## config.mk

```make
export PLATFORM = sky130hd
export DESIGN_NAME = pool_writer
export DESIGN_NICKNAME = d
export VERILOG_FILES = /design/src/common/cnn_pkg.sv /design/src/pool_writer.sv
export VERILOG_INCLUDE_DIRS = /design/src /design/src/common
export SDC_FILE = /design/constraint.sdc
export NUM_CORES = 1
export LEC_CHECK = 0
export BUFFER_PORTS_ARGS = -buffer_cell sky130_fd_sc_hd__buf_2
export CORE_MARGIN = 3
export CORE_UTILIZATION = 30
export DETAILED_ROUTE_END_ITERATION = 6
export HOLD_SLACK_MARGIN = 0.02
export PLACE_DENSITY_LB_ADDON = 0.12
export SETUP_SLACK_MARGIN = 0.02
export SYNTH_ARGS = -nofsm -noshare
export SYNTH_HDL_FRONTEND = slang
export SYNTH_SLANG_ARGS = --single-unit
```

## constraint.sdc

```tcl
create_clock -name clk -period 2.4 [get_ports clk]
set_input_delay 0.12 -clock clk [delete_from_list [all_inputs] [get_ports clk]]
set_output_delay 0.12 -clock clk [all_outputs]
set_load 0.1 [all_outputs]
```

## src/common/cnn_config.svh

```systemverilog
`ifndef CNN_CONFIG_SVH
`define CNN_CONFIG_SVH

// input image is square
`define IMG_W 12

// filter geometry
`define KSIZE 5
`define KTAPS 25

// one PE per output channel
`define NUM_PE 8

// side of the pooled map (8x8 conv out, 2x2 pool)
`define POOL_W 4

// bram geometry, word addressed
`define WORD_BITS 32
`define ADDR_BITS 8

`endif

```

## src/common/cnn_pkg.sv

```systemverilog
`include "cnn_config.svh"

package cnn_pkg;

  // unsigned image pixel or pooled output byte
  typedef logic [7:0] pix_t;

  // filter tap
  typedef logic signed [7:0] wgt_t;

  // mac result before relu
  typedef logic signed [31:0] acc_t;

  // one bram word, seen whole or as four bytes
  // bytes[0] is the lowest byte address and sits in bits 31:24
  typedef union packed {
    logic [`WORD_BITS-1:0] word;
    pix_t [0:3]            bytes;
  } bram_word_u;

  // request toward any of the three brams
  typedef struct packed {
    logic [`ADDR_BITS-1:0] addr;
    logic                  en;
    logic                  we;   // write at this edge
    bram_word_u            din;
  } bram_req_t;

  // one 5x5 patch plus the pooled position it belongs to
  typedef struct packed {
    pix_t [0:`KTAPS-1] taps;   // row-major
    logic [3:0]        pos;    // 4*pr + pc
  } window_t;

endpackage

```

## src/pool_writer.sv

```systemverilog
`timescale 1ns/1ps
`include "cnn_config.svh"

module pool_writer (
  input  logic               clk,
  input  logic               rst,
  input  cnn_pkg::pix_t      i_pix [`NUM_PE],
  input  logic [3:0]         i_pos,
  input  logic               i_valid,
  output cnn_pkg::bram_req_t o_out_req,
  output logic               o_all_written
);

  localparam int LAST_POS    = `POOL_W * `POOL_W - 1;
  localparam int CH_PER_WORD = `WORD_BITS / 8;

  cnn_pkg::pix_t       mx [`NUM_PE];    // running max of the group
  cnn_pkg::pix_t       fin [`NUM_PE];
  cnn_pkg::bram_word_u lo_word;
  cnn_pkg::bram_word_u hi_word;
  cnn_pkg::bram_word_u hi_q;
  logic [2:0]          grp_cnt;         // results seen in this group
  logic [3:0]          grp_pos;
  logic                hi_pend;         // second word goes out next

  // max including the incoming result, first result starts fresh
  always_comb begin
    for (int c = 0; c < `NUM_PE; c++) begin
      fin[c] = (grp_cnt == '0 || i_pix[c] > mx[c]) ? i_pix[c] : mx[c];
    end
    for (int b = 0; b < CH_PER_WORD; b++) begin
      lo_word.bytes[b] = fin[b];
      hi_word.bytes[b] = fin[b + CH_PER_WORD];
    end
  end

  always_ff @(posedge clk or posedge rst) begin
    if (rst) begin
      grp_cnt       <= '0;
      hi_pend       <= 1'b0;
      o_out_req     <= '0;
      o_all_written <= 1'b0;
    end else begin
      hi_pend       <= 1'b0;
      o_all_written <= 1'b0;
      o_out_req.en  <= 1'b0;
      o_out_req.we  <= 1'b0;
      if (i_valid) begin
        grp_cnt <= (grp_cnt == 3'd3) ? 3'd0 : grp_cnt + 3'd1;
        if (grp_cnt == 3'd3) begin
          o_out_req.addr <= `ADDR_BITS'({i_pos, 1'b0});   // channels 0..3
          o_out_req.en   <= 1'b1;
          o_out_req.we   <= 1'b1;
          o_out_req.din  <= lo_word;
          hi_pend        <= 1'b1;
        end
      end
      if (hi_pend) begin
        o_out_req.addr <= `ADDR_BITS'({grp_pos, 1'b1});   // channels 4..7
        o_out_req.en   <= 1'b1;
        o_out_req.we   <= 1'b1;
        o_out_req.din  <= hi_q;
        o_all_written  <= (grp_pos == 4'(LAST_POS));
      end
    end
  end

  always_ff @(posedge clk) begin
    if (i_valid) begin
      for (int c = 0; c < `NUM_PE; c++) begin
        mx[c] <= fin[c];
      end
      if (grp_cnt == '0) begin
        grp_pos <= i_pos;
      end
      hi_q <= hi_word;
    end
  end

  // a group is four back to back results of one position
  a_group: assert property (@(posedge clk) disable iff (rst)
    grp_cnt != '0 |-> i_valid && i_pos == grp_pos);

  // loader spacing leaves room for the second write
  a_spacing: assert property (@(posedge clk) disable iff (rst)
    hi_pend |-> !i_valid);

endmodule

```

**Word level (Yosys, flattened, before mapping)**

Memory sizes are Yosys's and may differ from the RTL's.
Cells that the tools add are included.

- Latch bits: 0
- Output and inout port bits: 43
- Bits in read-only memories: 0
- Bits in writable memories: 64
- Memories kept: 1
- Register bits: 83

Memory list:

| name | words | bits a word | rd ports | clocked after Yosys merged registers in | write ports | RTL line | source |
|---|---|---|---|---|---|---|---|
| mx | 8 | 8 | 8 | 0 | 8 | pool_writer.sv:17 | `` cnn_pkg::pix_t mx [`NUM_PE]; `` |

- Bitwise logic cells: 0
- $lt $le $gt $ge: 8
- Reduce and logical (&&, ||, !) cells: 13
- Multiply operators: 0
- Equality and inequality tests: 2
- Shift-type cells: 0
- Divide/modulo/power cells: 0
- $add $sub $neg: 1
- Mux-type cells: 17

Operator list:

| cell | count |
|---|---|
| 42-bit 2-to-1 mux | 3 |
| 8-bit greater-than comparator | 8 |
| 8-bit 2-to-1 mux | 8 |
| 1-bit logical OR | 8 |
| 1-bit 2-to-1 mux | 5 |
| 4-bit == test, second input constant | 1 |
| 2-bit AND reduction | 2 |
| 2-bit nonzero test | 2 |
| 3-bit by 1-bit adder with 3-bit output, second input constant | 1 |
| 3-bit by 2-bit == test with 1-bit output, second input constant | 1 |
| 3-bit zero test | 1 |
| 3-bit 2-to-1 mux | 1 |

**Logic depth before layout (Yosys ltp)**

- Depth after elaboration: 6
- Gate-level depth with buffers: 10
- Gate-level depth less buffers: 7

**Worst setup path after synthesis**

No wires, ideal clock.

- Path type: register to register
- Start point: memory mx[0][15] in the netlist's numbering
- End point: memory mx[0][10] in the netlist's numbering (data pin)
- Slack: 0.318 ns
- Period minus slack after synthesis: 2.082 ns
- Data arrival time: 1.822 ns
- Cell stages (with the launch flop): 8
- Path through: edfxtp_1 inv_1 ha_1 and3_1 a221oi_2 nor2_2 nor2_8 mux2_4

RTL lines:

| item | RTL line |
|---|---|
| start: declaration | pool_writer.sv:17 |

==> impl_metrics.json <==
{
  "outcome": "finished clean",
  "layout.nets": 993,
  "grt_start_max_net_pins": 76,
  "h-tree-depth": 3,
  "drv_slew": 0,
  "clkTransAtPathRegs_ps": 80,
  "clkSinkCount": 111,
  "grt_remaining_overflow": 0,
  "fill_cells": 2476,
  "mostFrequentLayoutCells": "buf_2, nand2_1, a21oi_1",
  "multiInputGateArea_um2": 3710,
  "p_leak_nw": 4.09,
  "ff_latch_area_um2": 3120,
  "final_util": 0.365,
  "postCtsSetupBuffers": 0,
  "grt_antenna_before_repair": 1,
  "totalWireLength_mm": 19.1,
  "rrSetupSlack_ps": 210,
  "crit_chain": "inv_1, ha_1, and3_1, a221oi_2, nor2_2, nor2_8, mux2_4",
  "critPathBufInv": 1,
  "ctsHoldBuffers": 6,
  "finalSetupViolations": 0,
  "slowest_stage": "edfxtp_1",
  "rows": 56,
  "crit_fanout": 8,
  "area_growth_pct": 18.6,
  "ys_async_sr_fraction": 0.387,
  "core_area_um2": 23700,
  "route.antenna.remaining_nets": 0,
  "vias": 5592,
  "clockBufferDepth": 2,
  "power_density_nw_per_um2": 1290,
  "dieArea_um2": 26200,
  "rsz0062_at_grt": "no",
  "tightest_slew_ps": 801,
  "drive_gt1_frac": 0.250,
  "wl_per_cell_um": 16.1,
  "min_path_type": "in2reg",
  "start_util": 0.308,
  "cpLargestDelayFamily": "simple AND/OR/NAND/NOR gates",
  "dieWidth_um": 162,
  "grtUsageTotal": 0.147,
  "ioPinCount": 114,
  "synth_enable_flop_cells": 68,
  "antennaDiodeCount": 0,
  "critPathMaxStageDelay_ps": 420,
  "cp-start-kind": "flop",
  "arrival_ps": 2290,
  "grt_pass1_wl_mm": 30.3,
  "synth.yosys.warnings": 0,
  "crit_type": "reg2reg",
  "max_freq_ghz": 0.456,
  "skew_ps": 10.0,
  "cts_resized": 0,
  "netlist_instances": 726,
  "netlist_area_um2": 7290,
  "synth_seq_area_share": 0.428,
  "layout_commonest_cell": "buf_2",
  "syn_avg_cell_area_um2": 10.0,
  "cts_inserted_buffers": 9,
  "final_area_um2": 8640,
  "tns_ps": 0,
  "drt-pass1-iter-count": 6,
  "required_ps": 2500,
  "gp_congestion": 0.796,
  "maxSlewHeadroom": 0.466,
  "clock_latency_ps": 350,
  "die_y_um": 162,
  "port_buffers": 110,
  "grt_pass1_vias": 5575,
  "vias_per_cell": 4.74,
  "drt_iter0_markers": 243,
  "route.detailed.drc": 0,
  "hpwl_mm": 14.4,
  "period_needed_ps": 2190,
  "cts_tree": "yes",
  "root_buffer": "clkbuf_16",
  "drv_cap": 0,
  "yosys_register_bits": 111,
  "power_w": 0.0112,
  "ys_types": 39,
  "vdd_drop_max_v": 0.000534,
  "worstSetupEndpointType": "flop",
  "postPlaceCellArea_um2": 8310,
  "finalCritPeriodShare": 0.913,
  "finalHoldViolCount": 0,
  "ys.flop_type": "edfxtp_1"
}
[synthesized netlist by cell type, types with 2 or more instances]
library cell  count  area (µm²)
nor2_8            3        60.1
nor2_2            3        18.8
a21o_1           12        90.1
nand4_1          16         100
nand2b_1          3        18.8
mux2i_1           4        40.0
ha_1             66         826
nand2_1         107         402
a221oi_2          3        45.0
o21a_1            8        60.1
o211ai_1         28         210
a31oi_1           3        18.8
buf_4             5        37.5
nor2_1           37         139
nor2b_1           9        56.3
nor3_1           24         120
a21oi_1          80         400
and4_1            8        70.1
inv_1            68         255
and3_1            3        18.8
nand3b_1         33         248
o21ai_0           6        30.0
buf_6             8        90.1
nand3_1           5        25.0
edfxtp_1         68        2040
a211oi_2          5        62.6
clkbuf_1         12        45.0
and2_1            2        12.5
a31oi_4           3        63.8
mux2_4           32         480
dfrtp_1          43        1080
buf_2             9        45.0
o21ai_1           4        20.0
[cells by family (layout without fill, tap and decap cells)]
logic type / Yosys count / in the layout / synth area share
and+or+nand+nor: 255 / 255 / 0.181
DFF: 111 / 111 / 0.428
adders and majority gates: 66 / 66 / 0.113
buffers and inverters: 102 / 235 / 0.0649
other: 1 / 3 / 0.000515
AOI/OAI and AO/OA: 154 / 154 / 0.140
muxes: 36 / 36 / 0.0714
xor gates and xnor gates: 1 / 1 / 0.00120
[power by group]
part / total [W] / leakage (nW) / internal (W) / switching, W
Clock: 0.00146 / 0.129 / 0.000715 / 0.000742
Combinational: 0.00646 / 2.76 / 0.00190 / 0.00456
Sequential: 0.00328 / 1.20 / 0.00285 / 0.000425
[registers in the layout, summed over array words and instances, names as in the netlist]
register	flops
hi_q	31
o_all_written	1
grp_cnt	3
mx	33
grp_pos	4
hi_pend	1
o_out_req	38
[path summary, 6_finish.rpt]
| check | end | from | depth (start not counted) |
|---|---|---|---|
| min | o_out_req[8] | i_pix[40] | 3 |
| min reg2reg | o_out_req[34] | o_out_req[34] | 1 |
| min in group asynchronous | o_out_req[35] | rst | 3 |
| max in group asynchronous | hi_pend | rst | 4 |
| max | mx[0][15] | mx[0][15] | 7 |
| max reg2reg | mx[0][15] | mx[0][15] | 7 |
[area by class of cell]
cell class | instances | share of cell area
inverters | 68 | 0.0295
clock inverters | 6 | 0.00536
well taps | 319 | 0.0462
flip-flops and latches | 111 | 0.361
repair buffers | 151 | 0.103
multi-input cells | 515 | 0.429
clock buffers | 10 | 0.0265
[layer usage]
layer	wire length, µm	global-route usage	share of wire
met5	19	0	0.0010
met4	290	0.0419	0.015
met3	683	0.0199	0.036
met2	8440	0.229	0.44
met1	9620	0.213	0.51
[worst register-to-register path, stage by stage (launching register included)]
cell and delay (ps):
edfxtp_1 420, inv_1 80, ha_1 260, and3_1 220
a221oi_2 280, nor2_2 110, nor2_8 240, mux2_4 320
[stage by stage]
stage	hold slack, ps	instances	setup slack (ps)
floorplan	219	728	318
global placement	122	1158	232
detailed placement	119	1158	206
CTS	66.2	1180	193
global route	81.3	1180	103
finish	81.8	1180	209
(Power assumes the default switching activity.)
