==> src/common/cnn_config.svh <==
`ifndef CNN_CONFIG_SVH
`define CNN_CONFIG_SVH

// input image is square
`define IMG_W 12

// filter geometry
`define KSIZE 5
`define KTAPS 25

// one PE per output channel
`define NUM_PE 8

// side of the pooled map (8x8 conv out, 2x2 pool)
`define POOL_W 4

// bram geometry, word addressed
`define WORD_BITS 32
`define ADDR_BITS 8

`endif

==> src/common/cnn_pkg.sv <==
`include "cnn_config.svh"

package cnn_pkg;

  // unsigned image pixel or pooled output byte
  typedef logic [7:0] pix_t;

  // filter tap
  typedef logic signed [7:0] wgt_t;

  // mac result before relu
  typedef logic signed [31:0] acc_t;

  // one bram word, seen whole or as four bytes
  // bytes[0] is the lowest byte address and sits in bits 31:24
  typedef union packed {
    logic [`WORD_BITS-1:0] word;
    pix_t [0:3]            bytes;
  } bram_word_u;

  // request toward any of the three brams
  typedef struct packed {
    logic [`ADDR_BITS-1:0] addr;
    logic                  en;
    logic                  we;   // write at this edge
    bram_word_u            din;
  } bram_req_t;

  // one 5x5 patch plus the pooled position it belongs to
  typedef struct packed {
    pix_t [0:`KTAPS-1] taps;   // row-major
    logic [3:0]        pos;    // 4*pr + pc
  } window_t;

endpackage

==> src/conv_pe.sv <==
`timescale 1ns/1ps
`include "cnn_config.svh"

module conv_pe (
  input  logic                       clk,
  input  logic                       rst,
  input  cnn_pkg::window_t           i_win,
  input  logic                       i_valid,
  input  cnn_pkg::wgt_t [0:`KTAPS-1] i_weights,
  output cnn_pkg::pix_t              o_pix,
  output logic [3:0]                 o_pos,
  output logic                       o_valid
);

  cnn_pkg::acc_t sum_c;
  cnn_pkg::acc_t sum_q;
  cnn_pkg::acc_t relu;
  cnn_pkg::pix_t quant;
  logic [3:0]    pos_q;
  logic          valid_q;

  // 25 taps, pixel zero-extended before the signed multiply
  always_comb begin
    sum_c = '0;
    for (int t = 0; t < `KTAPS; t++) begin
      sum_c = sum_c + cnn_pkg::acc_t'($signed({1'b0, i_win.taps[t]}))
                      * cnn_pkg::acc_t'(i_weights[t]);
    end
  end

  // relu then round to 8 bits with saturation
  always_comb begin
    relu = sum_q[31] ? '0 : sum_q;
    if (|relu[31:15]) begin
      quant = 8'hff;
    end else if (&relu[14:7]) begin
      quant = relu[14:7];   // rounding would wrap
    end else begin
      quant = relu[14:7] + {7'd0, relu[6]};
    end
  end

  always_ff @(posedge clk or posedge rst) begin
    if (rst) begin
      valid_q <= 1'b0;
      o_valid <= 1'b0;
    end else begin
      valid_q <= i_valid;
      o_valid <= valid_q;
    end
  end

  always_ff @(posedge clk) begin
    sum_q <= sum_c;        // stage 1
    pos_q <= i_win.pos;
    o_pix <= quant;        // stage 2
    o_pos <= pos_q;
  end

endmodule

==> config.mk <==
export PLATFORM = sky130hd
export DESIGN_NAME = conv_pe
export DESIGN_NICKNAME = d
export VERILOG_FILES = /design/src/common/cnn_pkg.sv /design/src/conv_pe.sv
export VERILOG_INCLUDE_DIRS = /design/src /design/src/common
export SDC_FILE = /design/constraint.sdc
export NUM_CORES = 2
export LEC_CHECK = 0
export ABC_AREA = 1
export CAP_MARGIN = 20
export CORE_AREA = 4 4 309 311
export CTS_BUF_LIST = sky130_fd_sc_hd__clkbuf_2
export DETAILED_ROUTE_END_ITERATION = 10
export DIE_AREA = 0 0 313 315
export DONT_BUFFER_PORTS = 1
export GPL_TIMING_DRIVEN = 0
export PLACE_DENSITY = 0.82
export REMOVE_ABC_BUFFERS = 1
export SYNTH_ARGS = -nofsm -noshare
export SYNTH_HDL_FRONTEND = slang
export SYNTH_SLANG_ARGS = --single-unit
==> constraint.sdc <==
create_clock -name clk -period 3.26 [get_ports clk]
set_input_delay 0.489 -clock clk [delete_from_list [all_inputs] [get_ports clk]]
set_output_delay 0.489 -clock clk [all_outputs]
set_load 0.02 [all_outputs]
* After elaboration in Yosys (flattened, before gate mapping)
Index checks and enable logic that the tools add are counted.
** Operators by class
- Reductions and logical operators :: 2
- $mul :: 25
- Multiplexer cells :: 2
- $add $sub $neg :: 25
** Operator list (count)
- $mul 9x8->17 :: 25
- $add 32x17->32 :: 9
- $add 31x17->32 :: 1
- $add 30x17->31 :: 1
- $mux 31 :: 1
- $add 29x17->30 :: 1
- $add 28x17->29 :: 1
- $add 27x17->28 :: 1
- $add 26x17->27 :: 1
- $add 25x17->26 :: 1
- $add 24x17->25 :: 1
- $add 23x17->24 :: 1
- $add 22x17->23 :: 1
- $add 21x17->22 :: 1
- $add 20x17->21 :: 1
- $add 19x17->20 :: 1
- $add 18x17->19 :: 1
- $add 17x17->18 :: 1
- $reduce_or 17->1 :: 1
- $add 8x1->8 :: 1
- $mux 8 :: 1
- $reduce_and 8->1 :: 1
** Storage, ports and cells
- Word-level logic and storage cells :: 60
- Output and inout bits :: 13
- Flip-flop bits (word level) :: 50

* Longest topological paths before layout
- Depth after elaboration :: 25
- Mapped depth :: 39

* Worst setup path before layout
Ideal clock, no wire load.
- Kind :: input port to flip-flop
- Start :: input i_weights[7] (netlist bit)
- End :: register sum_q[28]
- Arrival time :: 8833 ps
- Path slack :: -5689 ps
- Path buffers :: 0
- Cell stages on the path :: 31
- Cells stage by stage :: clkinv_1 > or2_2 > fa_1 > inv_1 > fa_1 > fa_1 > fa_1 > inv_1 > fa_1 > fa_1 > inv_1 > fa_1 > inv_1 > fa_1 > inv_1 > fa_1 > fa_1 > fa_1 > fa_1 > inv_1 > fa_1 > inv_1 > ha_1 > nand2_2 > nor2_2 > inv_2 > o21bai_1 > nand3_2 > nand3_1 > nand3_1 > nand2_1
** On the way
- Word-level cells in the longest chain between the ends :: 2
** RTL lines
- start, declared :: RTL line conv_pe.sv:9 : input cnn_pkg::wgt_t [0:`KTAPS-1] i_weights,
- $mul 9x8->17 :: RTL line conv_pe.sv:27 : * cnn_pkg::acc_t'(i_weights[t]);
- $add 32x17->32 :: RTL line conv_pe.sv:26 : sum_c = sum_c + cnn_pkg::acc_t'($signed({1'b0, i_win.taps[t]}))
- via sum_c[28] :: RTL line conv_pe.sv:15 : cnn_pkg::acc_t sum_c;
- end signal, assigned :: RTL line conv_pe.sv:54 : sum_q <= sum_c;
- end, declared :: RTL line conv_pe.sv:16 : cnn_pkg::acc_t sum_q;
The timed path passes the listed nets, and every way through them passes these cells.
A chain may end at the register's enable or synchronous reset.

* Worst setup path in the final report
- Start :: input i_weights[23] (netlist bit)
- End :: register sum_q[16]
** On the way
- Word-level cells in the longest chain between the ends :: 4
** RTL lines (RTL line)
- $mul 9x8->17 :: conv_pe.sv:27
- $add 32x17->32 (3 in series) :: conv_pe.sv:26
- via sum_c[16] :: conv_pe.sv:15
The timed path passes the listed nets, and every way through them passes these cells.

==> results.sh <==
export IMPL_run_status="complete, but fails checks"
export IMPL_violations="setup timing"
export IMPL_ys_async_sr_fraction_pct=4.545
export IMPL_multi_input_area_mm2=0.05199
export IMPL_reg2reg_from="sum_q[31]"
export IMPL_stdcell_count=8688
export IMPL_final_hold_violation_count=0
export IMPL_yosys_warnings=0
export IMPL_yosysMostFrequentCell="inv_1"
export IMPL_rows=112
export IMPL_cp_start_kind="input port"
export IMPL_finalSetupViolations=26
export IMPL_firstDrtPassIters=8
export IMPL_avgViaCountPerCell=5.290
export IMPL_regArea_um2=890.9
export IMPL_cts_buffers=5
export IMPL_antenna_left=0
export IMPL_cp_common_cell="fa_1"
export IMPL_dp_cells=8648
export IMPL_avgSynthCellArea_um2=8.323
export IMPL_antenna_found_initial=2
export IMPL_gp_congestion=1.045
export IMPL_cts_root_buf="clkbuf_2"
export IMPL_gr_usage_met3_pct=5.844
export IMPL_synth_edf_count=0
export IMPL_synthTopCellsByArea="fa_1 52%, inv_1 17%, ha_1 15%"
export IMPL_fill_cells=7274
export IMPL_io_buffer_count=0
export IMPL_period_needed_ns=8.717
export IMPL_final_nets=10310
export IMPL_coreArea_mm2=0.09277
export IMPL_dr_first_iter_drc_count=3503
export IMPL_post_place_ws_ns=-6.802
export IMPL_critical_path_class="in -> reg"
export IMPL_grt_pass1_wl_um=280300
export IMPL_drc=0
export IMPL_worst_pin_slew_ns=0.5661
export IMPL_critPathLaunch="i_weights[23]"
export IMPL_fin_skew_ns=0.01657
export IMPL_ys_flop_type="dfxtp_1"
export IMPL_slowest_delay_ns=0.59
export IMPL_yosysTopAreaCellShare_pct=52.17
export IMPL_synth_area_mm2=0.06466
export IMPL_grtUsageMet2_pct=65.04
export IMPL_overflow=0
export IMPL_vias=45960
export IMPL_ios=420
export IMPL_synthCells=7769
export IMPL_synth_largest_area_cell="fa_1"
export IMPL_whs_ns=0.1106
export IMPL_clk_pin_slew_ns=0.19
export IMPL_max_slew_margin_pct=62.26
export IMPL_die_x_um=313
export IMPL_post_route_period_util_pct=267.4
export IMPL_grt_most_used_layer="met2"
export IMPL_maxCapViolations=0
export IMPL_drive_gt1_share_pct=4.467
export IMPL_r2r_cells=6
export IMPL_ys_ff_latch=44
export IMPL_grt_pass1_vias=51060
export IMPL_hold_class="in -> reg"
export IMPL_die_area_mm2=0.09860
export IMPL_gr_usage_met1_pct=45.15
export IMPL_r2r_slack_ns=1.66
export IMPL_timing_rr_end="o_pix[4]"
export IMPL_end_kind="register"
export IMPL_initial_utilization_pct=69.70
export IMPL_synth_distinct_cells=36
export IMPL_area_delta_synth_final_pct=2.214
export IMPL_dp_hpwl_um=161500
export IMPL_cts_buffer_depth=2
export IMPL_yosysSeqAreaShare_pct=1.378
export IMPL_grt_max_degree=14
export IMPL_die_y_um=315
export IMPL_totalWireLength_um=176200
export IMPL_max_freq_ghz=0.1147
export IMPL_wl_per_cell_um=20.28
export IMPL_worst_skew_pair_late_latency_ns=0.39
export IMPL_worst_slack_ns=-5.457
export IMPL_crit_slowest_cell="fa_1"
export IMPL_ctsHtreeMaxLevel=2
export IMPL_worstPathArrival_ns=9.04
export IMPL_cp_required_ns=3.58
export IMPL_cts_tree="yes"
export IMPL_clock_sinks=44
export IMPL_synthTopCellsByCount="2968 x inv_1, 1685 x fa_1, 1514 x nand2_1"
export IMPL_cp_endpoint="sum_q[16]"
export IMPL_rsz0062_at_grt="true"
export IMPL_grt_total_usage_pct=37.43
export IMPL_cp_max_fo=5
export IMPL_slew_violations=0
-- cell usage in the layout (no fill, tap or decap), drive strengths merged --
master / n
inv: 2965
fa: 1685
nand2: 1519
ha: 782
nor2: 194
or2: 57
dfxtp: 42
buf: 31
a21oi: 30
nand3: 24
xor2: 16
clkinv: 15
o21ai: 13
nor3: 10
clkinvlp: 9
xnor2: 8
nand4: 7
clkbuf: 5
nor4: 4
o21bai: 4
a31o: 3
nand3b: 3
dfrtp: 2
diode: 1
a31oi: 1
a22oi: 1
and2: 1
a211oi: 1
dlygate4sd3: 1
-- logic make-up after synthesis --
logic type,count (synthesis),share of synthesized area (%)
compound gates,53,0.4586
xor+xnor,24,0.3251
fa+ha+maj,2467,67.30
buf+inv,3362,19.52
flops,44,1.378
simple gates,1819,11.02
-- stage by stage --
stage | area, um2 | setup TNS, ns | utilization [%]
final | 66090 | -138.65 | 71.24
after global routing | 66090 | -142.80 | 71.24
after CTS | 65660 | -139.11 | 70.78
after detailed placement | 64820 | -171.74 | 69.87
after global placement | 64820 | -172.00 | 69.87
after floorplan | 63250 | -142.24 | -
-- worst min path at each step --
stage / endpoint / cells past startpoint / startpoint
after floorplan: o_valid / 1 / rst
after global placement: o_valid / 1 / rst
after detailed placement: o_valid / 1 / rst
after CTS: pos_q[2] / 0 / i_win[2]
after global routing: valid_q / 0 / i_valid
final: pos_q[2] / 0 / i_win[2]
-- layout make-up --
type | instances | share of cell area, %
antenna | 1 | 0.003786
clock buffer | 5 | 0.03786
clock inverter | 2 | 0.01893
inverter | 2987 | 17.14
multi-input combinational | 4363 | 78.66
sequential | 44 | 1.348
tap | 1254 | 2.374
timing repair buffer | 32 | 0.4146
-- layer usage --
layer | part of all wire [%] | wire (um)
met1 | 35 | 60900
met2 | 50 | 87640
met3 | 8.1 | 14350
met4 | 7.6 | 13310
met5 | 0.0096 | 17
-- repair_timing --
| action | 4_1_cts | 5_1_grt |
|---|---|---|
| hold buffers | 1 | 0 |
| endpoints found under the hold margin | 2 | 0 |
| resized for setup | 175 | 114 |
| pin swaps | 109 | 120 |
| endpoints found under the setup margin | 26 | 26 |
| setup buffers | 19 | 12 |
-- registers in the layout (all words and copies together) (netlist names) --
register / flops
o_valid: 1
valid_q: 1
pos_q: 4
o_pos: 4
o_pix: 8
sum_q: 26
-- worst max-delay path, delay by kind of cell --
family / cells / cell delay (ns)
AO/OA/AOI/OAI: 3 / 0.40
adder cells (fa/ha/maj): 14 / 7.01
AND/OR/NAND/NOR: 3 / 0.41
XOR/XNOR: 1 / 0.15
buffers and inverters: 9 / 0.58
Power is not shown: default switching activity piles up to over one toggle a cycle in this logic, so the estimate is an artifact.
