### config.mk
export PLATFORM = sky130hd
export DESIGN_NAME = window_loader
export DESIGN_NICKNAME = d
export VERILOG_FILES = /design/src/common/cnn_pkg.sv /design/src/window_loader/window_loader.sv
export VERILOG_INCLUDE_DIRS = /design/src /design/src/common
export SDC_FILE = /design/constraint.sdc
export NUM_CORES = 2
export LEC_CHECK = 0
export BUFFER_PORTS_ARGS = -buffer_cell sky130_fd_sc_hd__buf_4
export CAP_MARGIN = 5
export CORE_AREA = 2 2 765 767
export CTS_BUF_LIST = sky130_fd_sc_hd__clkbuf_4 sky130_fd_sc_hd__clkbuf_8
export DETAILED_ROUTE_END_ITERATION = 10
export DIE_AREA = 0 0 767 769
export GPL_TIMING_DRIVEN = 0
export HOLD_SLACK_MARGIN = 0.02
export PLACE_DENSITY = 0.36
export SLEW_MARGIN = 20
export SYNTH_ARGS = -nofsm -noshare
export SYNTH_HDL_FRONTEND = slang
export SYNTH_SLANG_ARGS = --single-unit
### constraint.sdc
create_clock -name clk -period 70.7 [get_ports clk]
set_input_delay 3.535 -clock clk [delete_from_list [all_inputs] [get_ports clk]]
set_output_delay 3.535 -clock clk [all_outputs]
set_load 0.02 [all_outputs]
### src/common/cnn_config.svh
`ifndef CNN_CONFIG_SVH
`define CNN_CONFIG_SVH

// input image is square
`define IMG_W 12

// filter geometry
`define KSIZE 5
`define KTAPS 25

// one PE per output channel
`define NUM_PE 8

// side of the pooled map (8x8 conv out, 2x2 pool)
`define POOL_W 4

// bram geometry, word addressed
`define WORD_BITS 32
`define ADDR_BITS 8

`endif

### src/common/cnn_pkg.sv
`include "cnn_config.svh"

package cnn_pkg;

  // unsigned image pixel or pooled output byte
  typedef logic [7:0] pix_t;

  // filter tap
  typedef logic signed [7:0] wgt_t;

  // mac result before relu
  typedef logic signed [31:0] acc_t;

  // one bram word, seen whole or as four bytes
  // bytes[0] is the lowest byte address and sits in bits 31:24
  typedef union packed {
    logic [`WORD_BITS-1:0] word;
    pix_t [0:3]            bytes;
  } bram_word_u;

  // request toward any of the three brams
  typedef struct packed {
    logic [`ADDR_BITS-1:0] addr;
    logic                  en;
    logic                  we;   // write at this edge
    bram_word_u            din;
  } bram_req_t;

  // one 5x5 patch plus the pooled position it belongs to
  typedef struct packed {
    pix_t [0:`KTAPS-1] taps;   // row-major
    logic [3:0]        pos;    // 4*pr + pc
  } window_t;

endpackage

### src/window_loader/window_loader.sv
`timescale 1ns/1ps
`include "cnn_config.svh"

module window_loader (
  input  logic                               clk,
  input  logic                               rst,
  input  logic                               i_start,
  output cnn_pkg::bram_req_t                 o_img_req,
  input  cnn_pkg::bram_word_u                i_img_rdata,
  output cnn_pkg::bram_req_t                 o_wgt_req,
  input  cnn_pkg::bram_word_u                i_wgt_rdata,
  output cnn_pkg::wgt_t [0:`NUM_PE*`KTAPS-1] o_weights,
  output cnn_pkg::window_t                   o_win,
  output logic                               o_win_valid
);

  localparam int BYTES_PER_WORD = `WORD_BITS / 8;
  localparam int WORDS_PER_ROW  = `IMG_W / BYTES_PER_WORD;
  localparam int LINE_ROWS      = `KSIZE + 1;                     // two windows high
  localparam int WGT_WORDS      = `NUM_PE * `KTAPS / BYTES_PER_WORD;
  localparam int ROW_WORDS      = LINE_ROWS * WORDS_PER_ROW;
  localparam int LAST_POS       = `POOL_W * `POOL_W - 1;

  localparam logic [2:0] S_IDLE  = 3'd0;
  localparam logic [2:0] S_WLOAD = 3'd1;
  localparam logic [2:0] S_RLOAD = 3'd2;
  localparam logic [2:0] S_WIN   = 3'd3;
  localparam logic [2:0] S_DONE  = 3'd4;

  logic [2:0] state;
  logic [5:0] cnt;        // word or window counter of the current phase
  logic [3:0] pos;        // pooled position, {pr, pc}
  logic       wgt_pend;
  logic       img_pend;
  logic [5:0] pend_idx;   // word index of the read in flight
  logic [1:0] off;        // {row, col} offset of the window
  logic [3:0] col0;

  cnn_pkg::pix_t [0:LINE_ROWS*`IMG_W-1] line_c;   // rows 2pr..2pr+5
  cnn_pkg::pix_t [0:`KTAPS-1]           taps;

  // phase FSM
  always_ff @(posedge clk or posedge rst) begin
    if (rst) begin
      state <= S_IDLE;
      cnt   <= '0;
      pos   <= '0;
    end else begin
      case (state)
        S_IDLE: begin
          if (i_start) begin
            state <= S_WLOAD;
            cnt   <= '0;
            pos   <= '0;
          end
        end
        S_WLOAD: begin
          if (cnt == 6'(WGT_WORDS - 1)) begin
            state <= S_RLOAD;
            cnt   <= '0;
          end else begin
            cnt <= cnt + 6'd1;
          end
        end
        S_RLOAD: begin
          if (cnt == 6'(ROW_WORDS - 1)) begin
            state <= S_WIN;
            cnt   <= '0;
          end else begin
            cnt <= cnt + 6'd1;
          end
        end
        S_WIN: begin
          // cnt 0 lets the last row word land, 1..4 issue windows
          if (cnt == 6'd4) begin
            cnt   <= '0;
            pos   <= pos + 4'd1;
            state <= (pos == 4'(LAST_POS)) ? S_DONE : S_RLOAD;
          end else begin
            cnt <= cnt + 6'd1;
          end
        end
        S_DONE:  state <= S_IDLE;
        default: state <= S_IDLE;
      endcase
    end
  end

  // bram requests straight from the phase
  always_comb begin
    o_wgt_req      = '0;
    o_wgt_req.en   = (state == S_WLOAD);
    o_wgt_req.addr = `ADDR_BITS'(cnt);
    o_img_req      = '0;
    o_img_req.en   = (state == S_RLOAD);
    o_img_req.addr = `ADDR_BITS'(pos[3:2]) * `ADDR_BITS'(2 * WORDS_PER_ROW)
                     + `ADDR_BITS'(cnt);
  end

  // read data shows up one cycle after the request
  always_ff @(posedge clk or posedge rst) begin
    if (rst) begin
      wgt_pend    <= 1'b0;
      img_pend    <= 1'b0;
      pend_idx    <= '0;
      o_weights   <= '0;
      line_c      <= '0;
      o_win_valid <= 1'b0;
    end else begin
      wgt_pend    <= o_wgt_req.en;
      img_pend    <= o_img_req.en;
      pend_idx    <= cnt;
      o_win_valid <= (state == S_WIN) && (cnt != '0);
      for (int b = 0; b < BYTES_PER_WORD; b++) begin
        if (wgt_pend) begin
          o_weights[pend_idx*BYTES_PER_WORD + b] <= i_wgt_rdata.bytes[b];
        end
        if (img_pend) begin
          line_c[pend_idx*BYTES_PER_WORD + b] <= i_img_rdata.bytes[b];
        end
      end
    end
  end

  // cnt 1..4 gives offsets (0,0) (0,1) (1,0) (1,1)
  always_comb begin
    off  = cnt[1:0] - 2'd1;
    col0 = {1'b0, pos[1:0], 1'b0} + {3'b000, off[0]};
    for (int j = 0; j < `KSIZE; j++) begin
      for (int i = 0; i < `KSIZE; i++) begin
        taps[j*`KSIZE + i] = line_c[(j + off[1]) * `IMG_W + col0 + i];
      end
    end
  end

  always_ff @(posedge clk) begin
    if (state == S_WIN && cnt != '0) begin
      o_win.taps <= taps;
      o_win.pos  <= pos;
    end
  end

  // windows are cut from a settled line cache only
  a_win_after_reads: assert property (@(posedge clk) disable iff (rst)
    o_win_valid |-> !$past(img_pend || wgt_pend));

endmodule

# After elaboration in Yosys (flattened, before gate mapping)
# Index checks and enable logic that the tools add are counted.
[totals] ff_bits=2402 input_bits=67 word_cells=562
[classes] addsub=37 n_mul=6 magnitude_cmp=37 n_eq_ne=11 n_mux=121 bitwise=29 n_reduce_logical=16
[op_table] operator="$bwmux W1600" count=4
[op_table] operator="$mux W1600" count=4
[op_table] operator="$bwmux W576" count=4
[op_table] operator="$mux W576" count=4
[op_table] operator="$bmux W8 S7" count=25
[op_table] operator="$ge A33 B8 Y1 const B" count=29
[op_table] operator="$not A32 Y33" count=20
[op_table] operator="$mux W8" count=58
[op_table] operator="$add A32 B2 Y32 const B" count=10
[op_table] operator="$demux W8 S8" count=4
[op_table] operator="$demux W8 S7" count=4
[op_table] operator="$not A9 Y33" count=5
[op_table] operator="$add A32 B1 Y32 const B" count=5
[op_table] operator="$ge A33 B9 Y1 const B" count=4
[op_table] operator="$lt A33 B1 Y1 const B" count=4
[op_table] operator="$not A8 Y33" count=2
[op_table] operator="$not A10 Y33" count=1
[op_table] operator="$not A7 Y33" count=1
[op_table] operator="$mux W6" count=4
[op_table] operator="$pmux W6 S4" count=1
[op_table] operator="$add A8 B2 Y9 const B" count=2
[op_table] operator="$add A8 B3 Y9 const B" count=2
[op_table] operator="$add A7 B4 Y8" count=2
[op_table] operator="$mux W3" count=5
[op_table] operator="other kinds (38)" count=53

# Logic depth before layout (Yosys ltp)
[depth] ltp_word=13 ltp_mapped=27 mapped_depth_nobuf=14

# Worst setup path after synthesis
# OpenSTA, ideal clock, no wires.
[synth_timing] path_kind="register to register" startpoint="register cnt[0]" endpoint="register o_win_valid" setup_ns=1.148 arrival_ns=11.681 slack_ns=57.871 stages_incl_launch_ff=9 n_path_buf=4 period_less_slack_ns=12.829 cell_sequence="dfrtp_1 buf_6 inv_2 buf_1 clkbuf_1 buf_1 ha_1 nor4b_1 a21oi_1"
[synth_via] elab_chain_cells=2
[synth_rtl] element="start, declared" line="window_loader.sv:31" text="logic [5:0] cnt;"
[synth_rtl] element="start signal, assigned" line="window_loader.sv:62" text="cnt <= cnt + 6'd1;"
[synth_rtl] element="start signal, assigned" line="window_loader.sv:70" text="cnt <= cnt + 6'd1;"
[synth_rtl] element="start signal, assigned" line="window_loader.sv:80" text="cnt <= cnt + 6'd1;"
[synth_rtl] element="$reduce_bool A6 Y1" line="window_loader.sv:113" text="o_win_valid <= (state == S_WIN) && (cnt != '0);"
[synth_rtl] element="$logic_and A1 B1 Y1" line="window_loader.sv:113"
[synth_rtl] element="end signal, assigned" line="window_loader.sv:113"
[synth_rtl] element="end, declared" line="window_loader.sv:14" text="output logic o_win_valid"
# No other way between the ends.
# A chain may end at the register's enable or synchronous reset.

==> impl_results.md <==
* Status: finished, final reports clean
* I/O pins at 1,956
* Worst-margin pin slew at around 1.4 ns
* All-Layer GR Usage at 38.3%
* FILL cells at 59,600
* Synth warn at 0
* Final hold viol count at 0
* Async S/R FF share, synth at 91.5%
* TritonCTS buffer count at 467
* Vias per cell at roughly 5.4
* Initial antenna violation count at ~280
* Die area at between 500,000 and 600,000 um^2
* Kind of critical path: flip-flop to flip-flop
* CP peak stage delay at about 0.96 ns
* Max clock buf depth at 4
* RSZ-0062 raised after global routing: false
* DR pass1 iterations at 6
* Reg clk slew, reported paths at 0.06 ns
* Die Y-Extent at 769 um
* GP Congestion at 1.07
* Final Skew at 0.174 ns
* H-tree depth at 5
* Crit. Startpoint: cnt[0]$_DFFE_PP0P_
* Vias in the first global route at 103,000
* Seq/Total Area, Yosys at about half
* Cell mode on critical path: buf_2
* TNS Setup at 0 ns
* Initial core utilization at 21.6%
* Cts hold-fix bufs at 0
* Die Span X at 767 um
* Period Utilization, post-route at between 10% and 20%
* Final setup viols at 0
* Max-Slew Margin vs Limit at around 5.6%
* Final nets at roughly 11,000
* Layout cells sized above 1 at 58.3%
* Number of port buffers at 1,854
* Worst R2R Start: cnt[0]$_DFFE_PP0P_
* Final WL at 1160 mm
* Synthesized flop and latch total at 2,402
* Wirelength per Cell at 59.4 um
* Post-Syn Area at roughly 130,000 um^2
* Post-CTS Setup Repair Bufs at 0
* Worst setup SP type: flip-flop
* CP max FO at 11
* TritonCTS clock tree: done
* HPWL Detailed at approximately 960 mm
* Main area contributors after synthesis: dfrtp_1 (44%), mux2_2 (20%), mux4_2 (17%)
* WP data required at 71.60 ns
* Fin. max-slew vios at 0
* Resized Gates After CTS at 0
* Row count at 280
* Synth Instances at 8,703
* Vias at 107,000
* First-pass GRT wire length at 1410 mm
* Worst min path class: flip-flop to flip-flop
* Fmax at 71.2 MHz
* Pin count of the biggest net entering global routing at between 100 and 150
* Max Cap Violations at 0
* Fin crit period at 14.04 ns
* Synth area leader: dfrtp_1
* Share of the synthesized area in the top cell type at 43.9%
* Post-synth EDFFs at 204
* Residual DRC at 0
* Core ar. at 581,000 um^2
* HP Start: o_weights[782]$_DFFE_PP0P_
* Total grt overflow at 0
* Yosys cell types at 77
* Main synth FF type: dfrtp_1
* CP Capture Type: flip-flop
* Syn_area_per_cell at between 10 and 15 um^2
* Area growth syn-to-layout at 31.7%
* Crit path arrival time at between 10 and 15 ns
* Slowest-stage cell, CP: ha_1
* CTS Root Cell: clkbuf_8
* 1st-iter DRT viols at between 10,000 and 15,000
* Antenna Nets Post-Route at 0
* # clock sinks at 2,402
* Worst-Skew Late Latency at 1.32 ns
-- cell usage after synthesis, drive strengths merged, types with 5 or more instances --
| cell type | count |
|---|---|
| mux2 | 2280 |
| dfrtp | 2198 |
| mux4 | 941 |
| nand2 | 673 |
| buf | 503 |
| clkbuf | 373 |
| mux2i | 310 |
| nor2 | 268 |
| edfxtp | 204 |
| a21oi | 162 |
| o21ai | 118 |
| a211oi | 98 |
| nor3 | 68 |
| nand3 | 52 |
| o22ai | 52 |
| a31oi | 45 |
| inv | 31 |
| ha | 26 |
| xnor2 | 26 |
| o211ai | 23 |
| nand2b | 21 |
| nor2b | 20 |
| and2 | 17 |
| a2111oi | 16 |
| a22oi | 13 |
| a32oi | 13 |
| a222oi | 12 |
| a311oi | 11 |
| nand4 | 11 |
| and3 | 10 |
| or2 | 10 |
| a21o | 9 |
| a221oi | 9 |
| nand3b | 8 |
| a32o | 7 |
| o22a | 7 |
| o31ai | 6 |
| xor2 | 6 |
| nor3b | 5 |
-- routing by layer --
layer | global-route usage (%) | wire length (um)
met5 | 0 | 571
met2 | 59.4 | 517000
met4 | 25.6 | 96100
met1 | 44.5 | 430000
met3 | 13.6 | 119000
-- sequential cells by signal (all words and copies together), names as in the netlist --
| register | cells |
|---|---|
| pos | 4 |
| line_c | 576 |
| o_win_valid | 1 |
| cnt | 6 |
| state | 3 |
| o_win | 204 |
| pend_idx | 6 |
| o_weights | 1600 |
| wgt_pend | 1 |
| img_pend | 1 |
-- final timing paths --
| check | end | slack (ns) | cells past startpoint |
|---|---|---|---|
| worst min register to register | o_weights[782]$_DFFE_PP0P_ | 0.51 | 1 |
| min in group asynchronous | o_weights[998]$_DFFE_PP0P_ | 2.28 | 2 |
| max in group asynchronous | o_weights[963]$_DFFE_PP0P_ | 64.67 | 9 |
| worst min-delay path | o_weights[782]$_DFFE_PP0P_ | 0.51 | 1 |
| worst max register to register | o_win[109]$_DFFE_PP_ | 56.66 | 29 |
| worst max-delay path | o_win[109]$_DFFE_PP_ | 56.66 | 29 |
-- per-stage QoR --
step,hold WS (ns),area (um^2),utilization (%),worst slack (ns),cells
2_1_floorplan,0.509,125000,-,5.06,8771
3_3_place_gp,0.489,149000,25.7,-26.21,18400
3_5_place_dp,0.494,154000,26.6,57.12,18600
4_1_cts,0.508,164000,28.3,57.10,19400
5_1_grt,0.513,165000,28.3,57.24,19500
6_report,0.505,165000,28.4,56.66,19600
-- area by class of cell --
class,instances,area (um^2),area share [%]
Clock inverter,106,1170,0.708
Inverter,32,129,0.0782
Buffer,876,4640,2.82
Tap cell,7755,9700,5.88
Antenna cell,139,348,0.211
Timing Repair Buffer,2072,18400,11.1
Multi-Input combinational cell,5461,60400,36.6
Sequential cell,2402,61100,37.1
Clock buffer,737,9030,5.48
-- worst max-delay path: cells and delay by family (launching register included) --
kind,cells,cell delay (ns)
buffers and inverters,20,8.26
and+or+nand+nor,5,2.35
adders and majority gates,3,1.61
AOI/OAI and AO/OA,1,0.58
DFF,1,0.52
-- cell families (layout without fill, tap and decap cells) --
kind of cell               after synthesis  in the layout  share of synthesized area [%]
and+or+nand+nor                       1175           1175                           3.90
buffers and inverters                  908           3823                           3.54
xor gates and xnor gates                32             32                          0.296
other                                    1            208                        0.00300
adders and majority gates               28             28                          0.292
AOI/OAI and AO/OA                      626            626                           3.22
muxes                                 3531           3531                           39.9
DFF                                   2402           2402                           48.8
-- cells in the final DEF (no fill, tap or decap), drive strengths merged, types with 20 or more instances in the layout --
cell type	instances
clkinv	63
a31oi	45
mux2i	310
diode	139
clkbuf	1111
mux2	2280
a21oi	162
nand2b	21
dfrtp	2198
conb	69
inv	51
edfxtp	204
nor3	68
buf	2573
o21ai	118
nand2	673
o211ai	23
a211oi	98
mux4	941
nor2b	20
xnor2	26
ha	26
nand3	52
o22ai	52
nor2	268
Power is left out: the tool's default activity adds up to more than one toggle a clock period on the data nets, which glitch-free logic cannot reach.
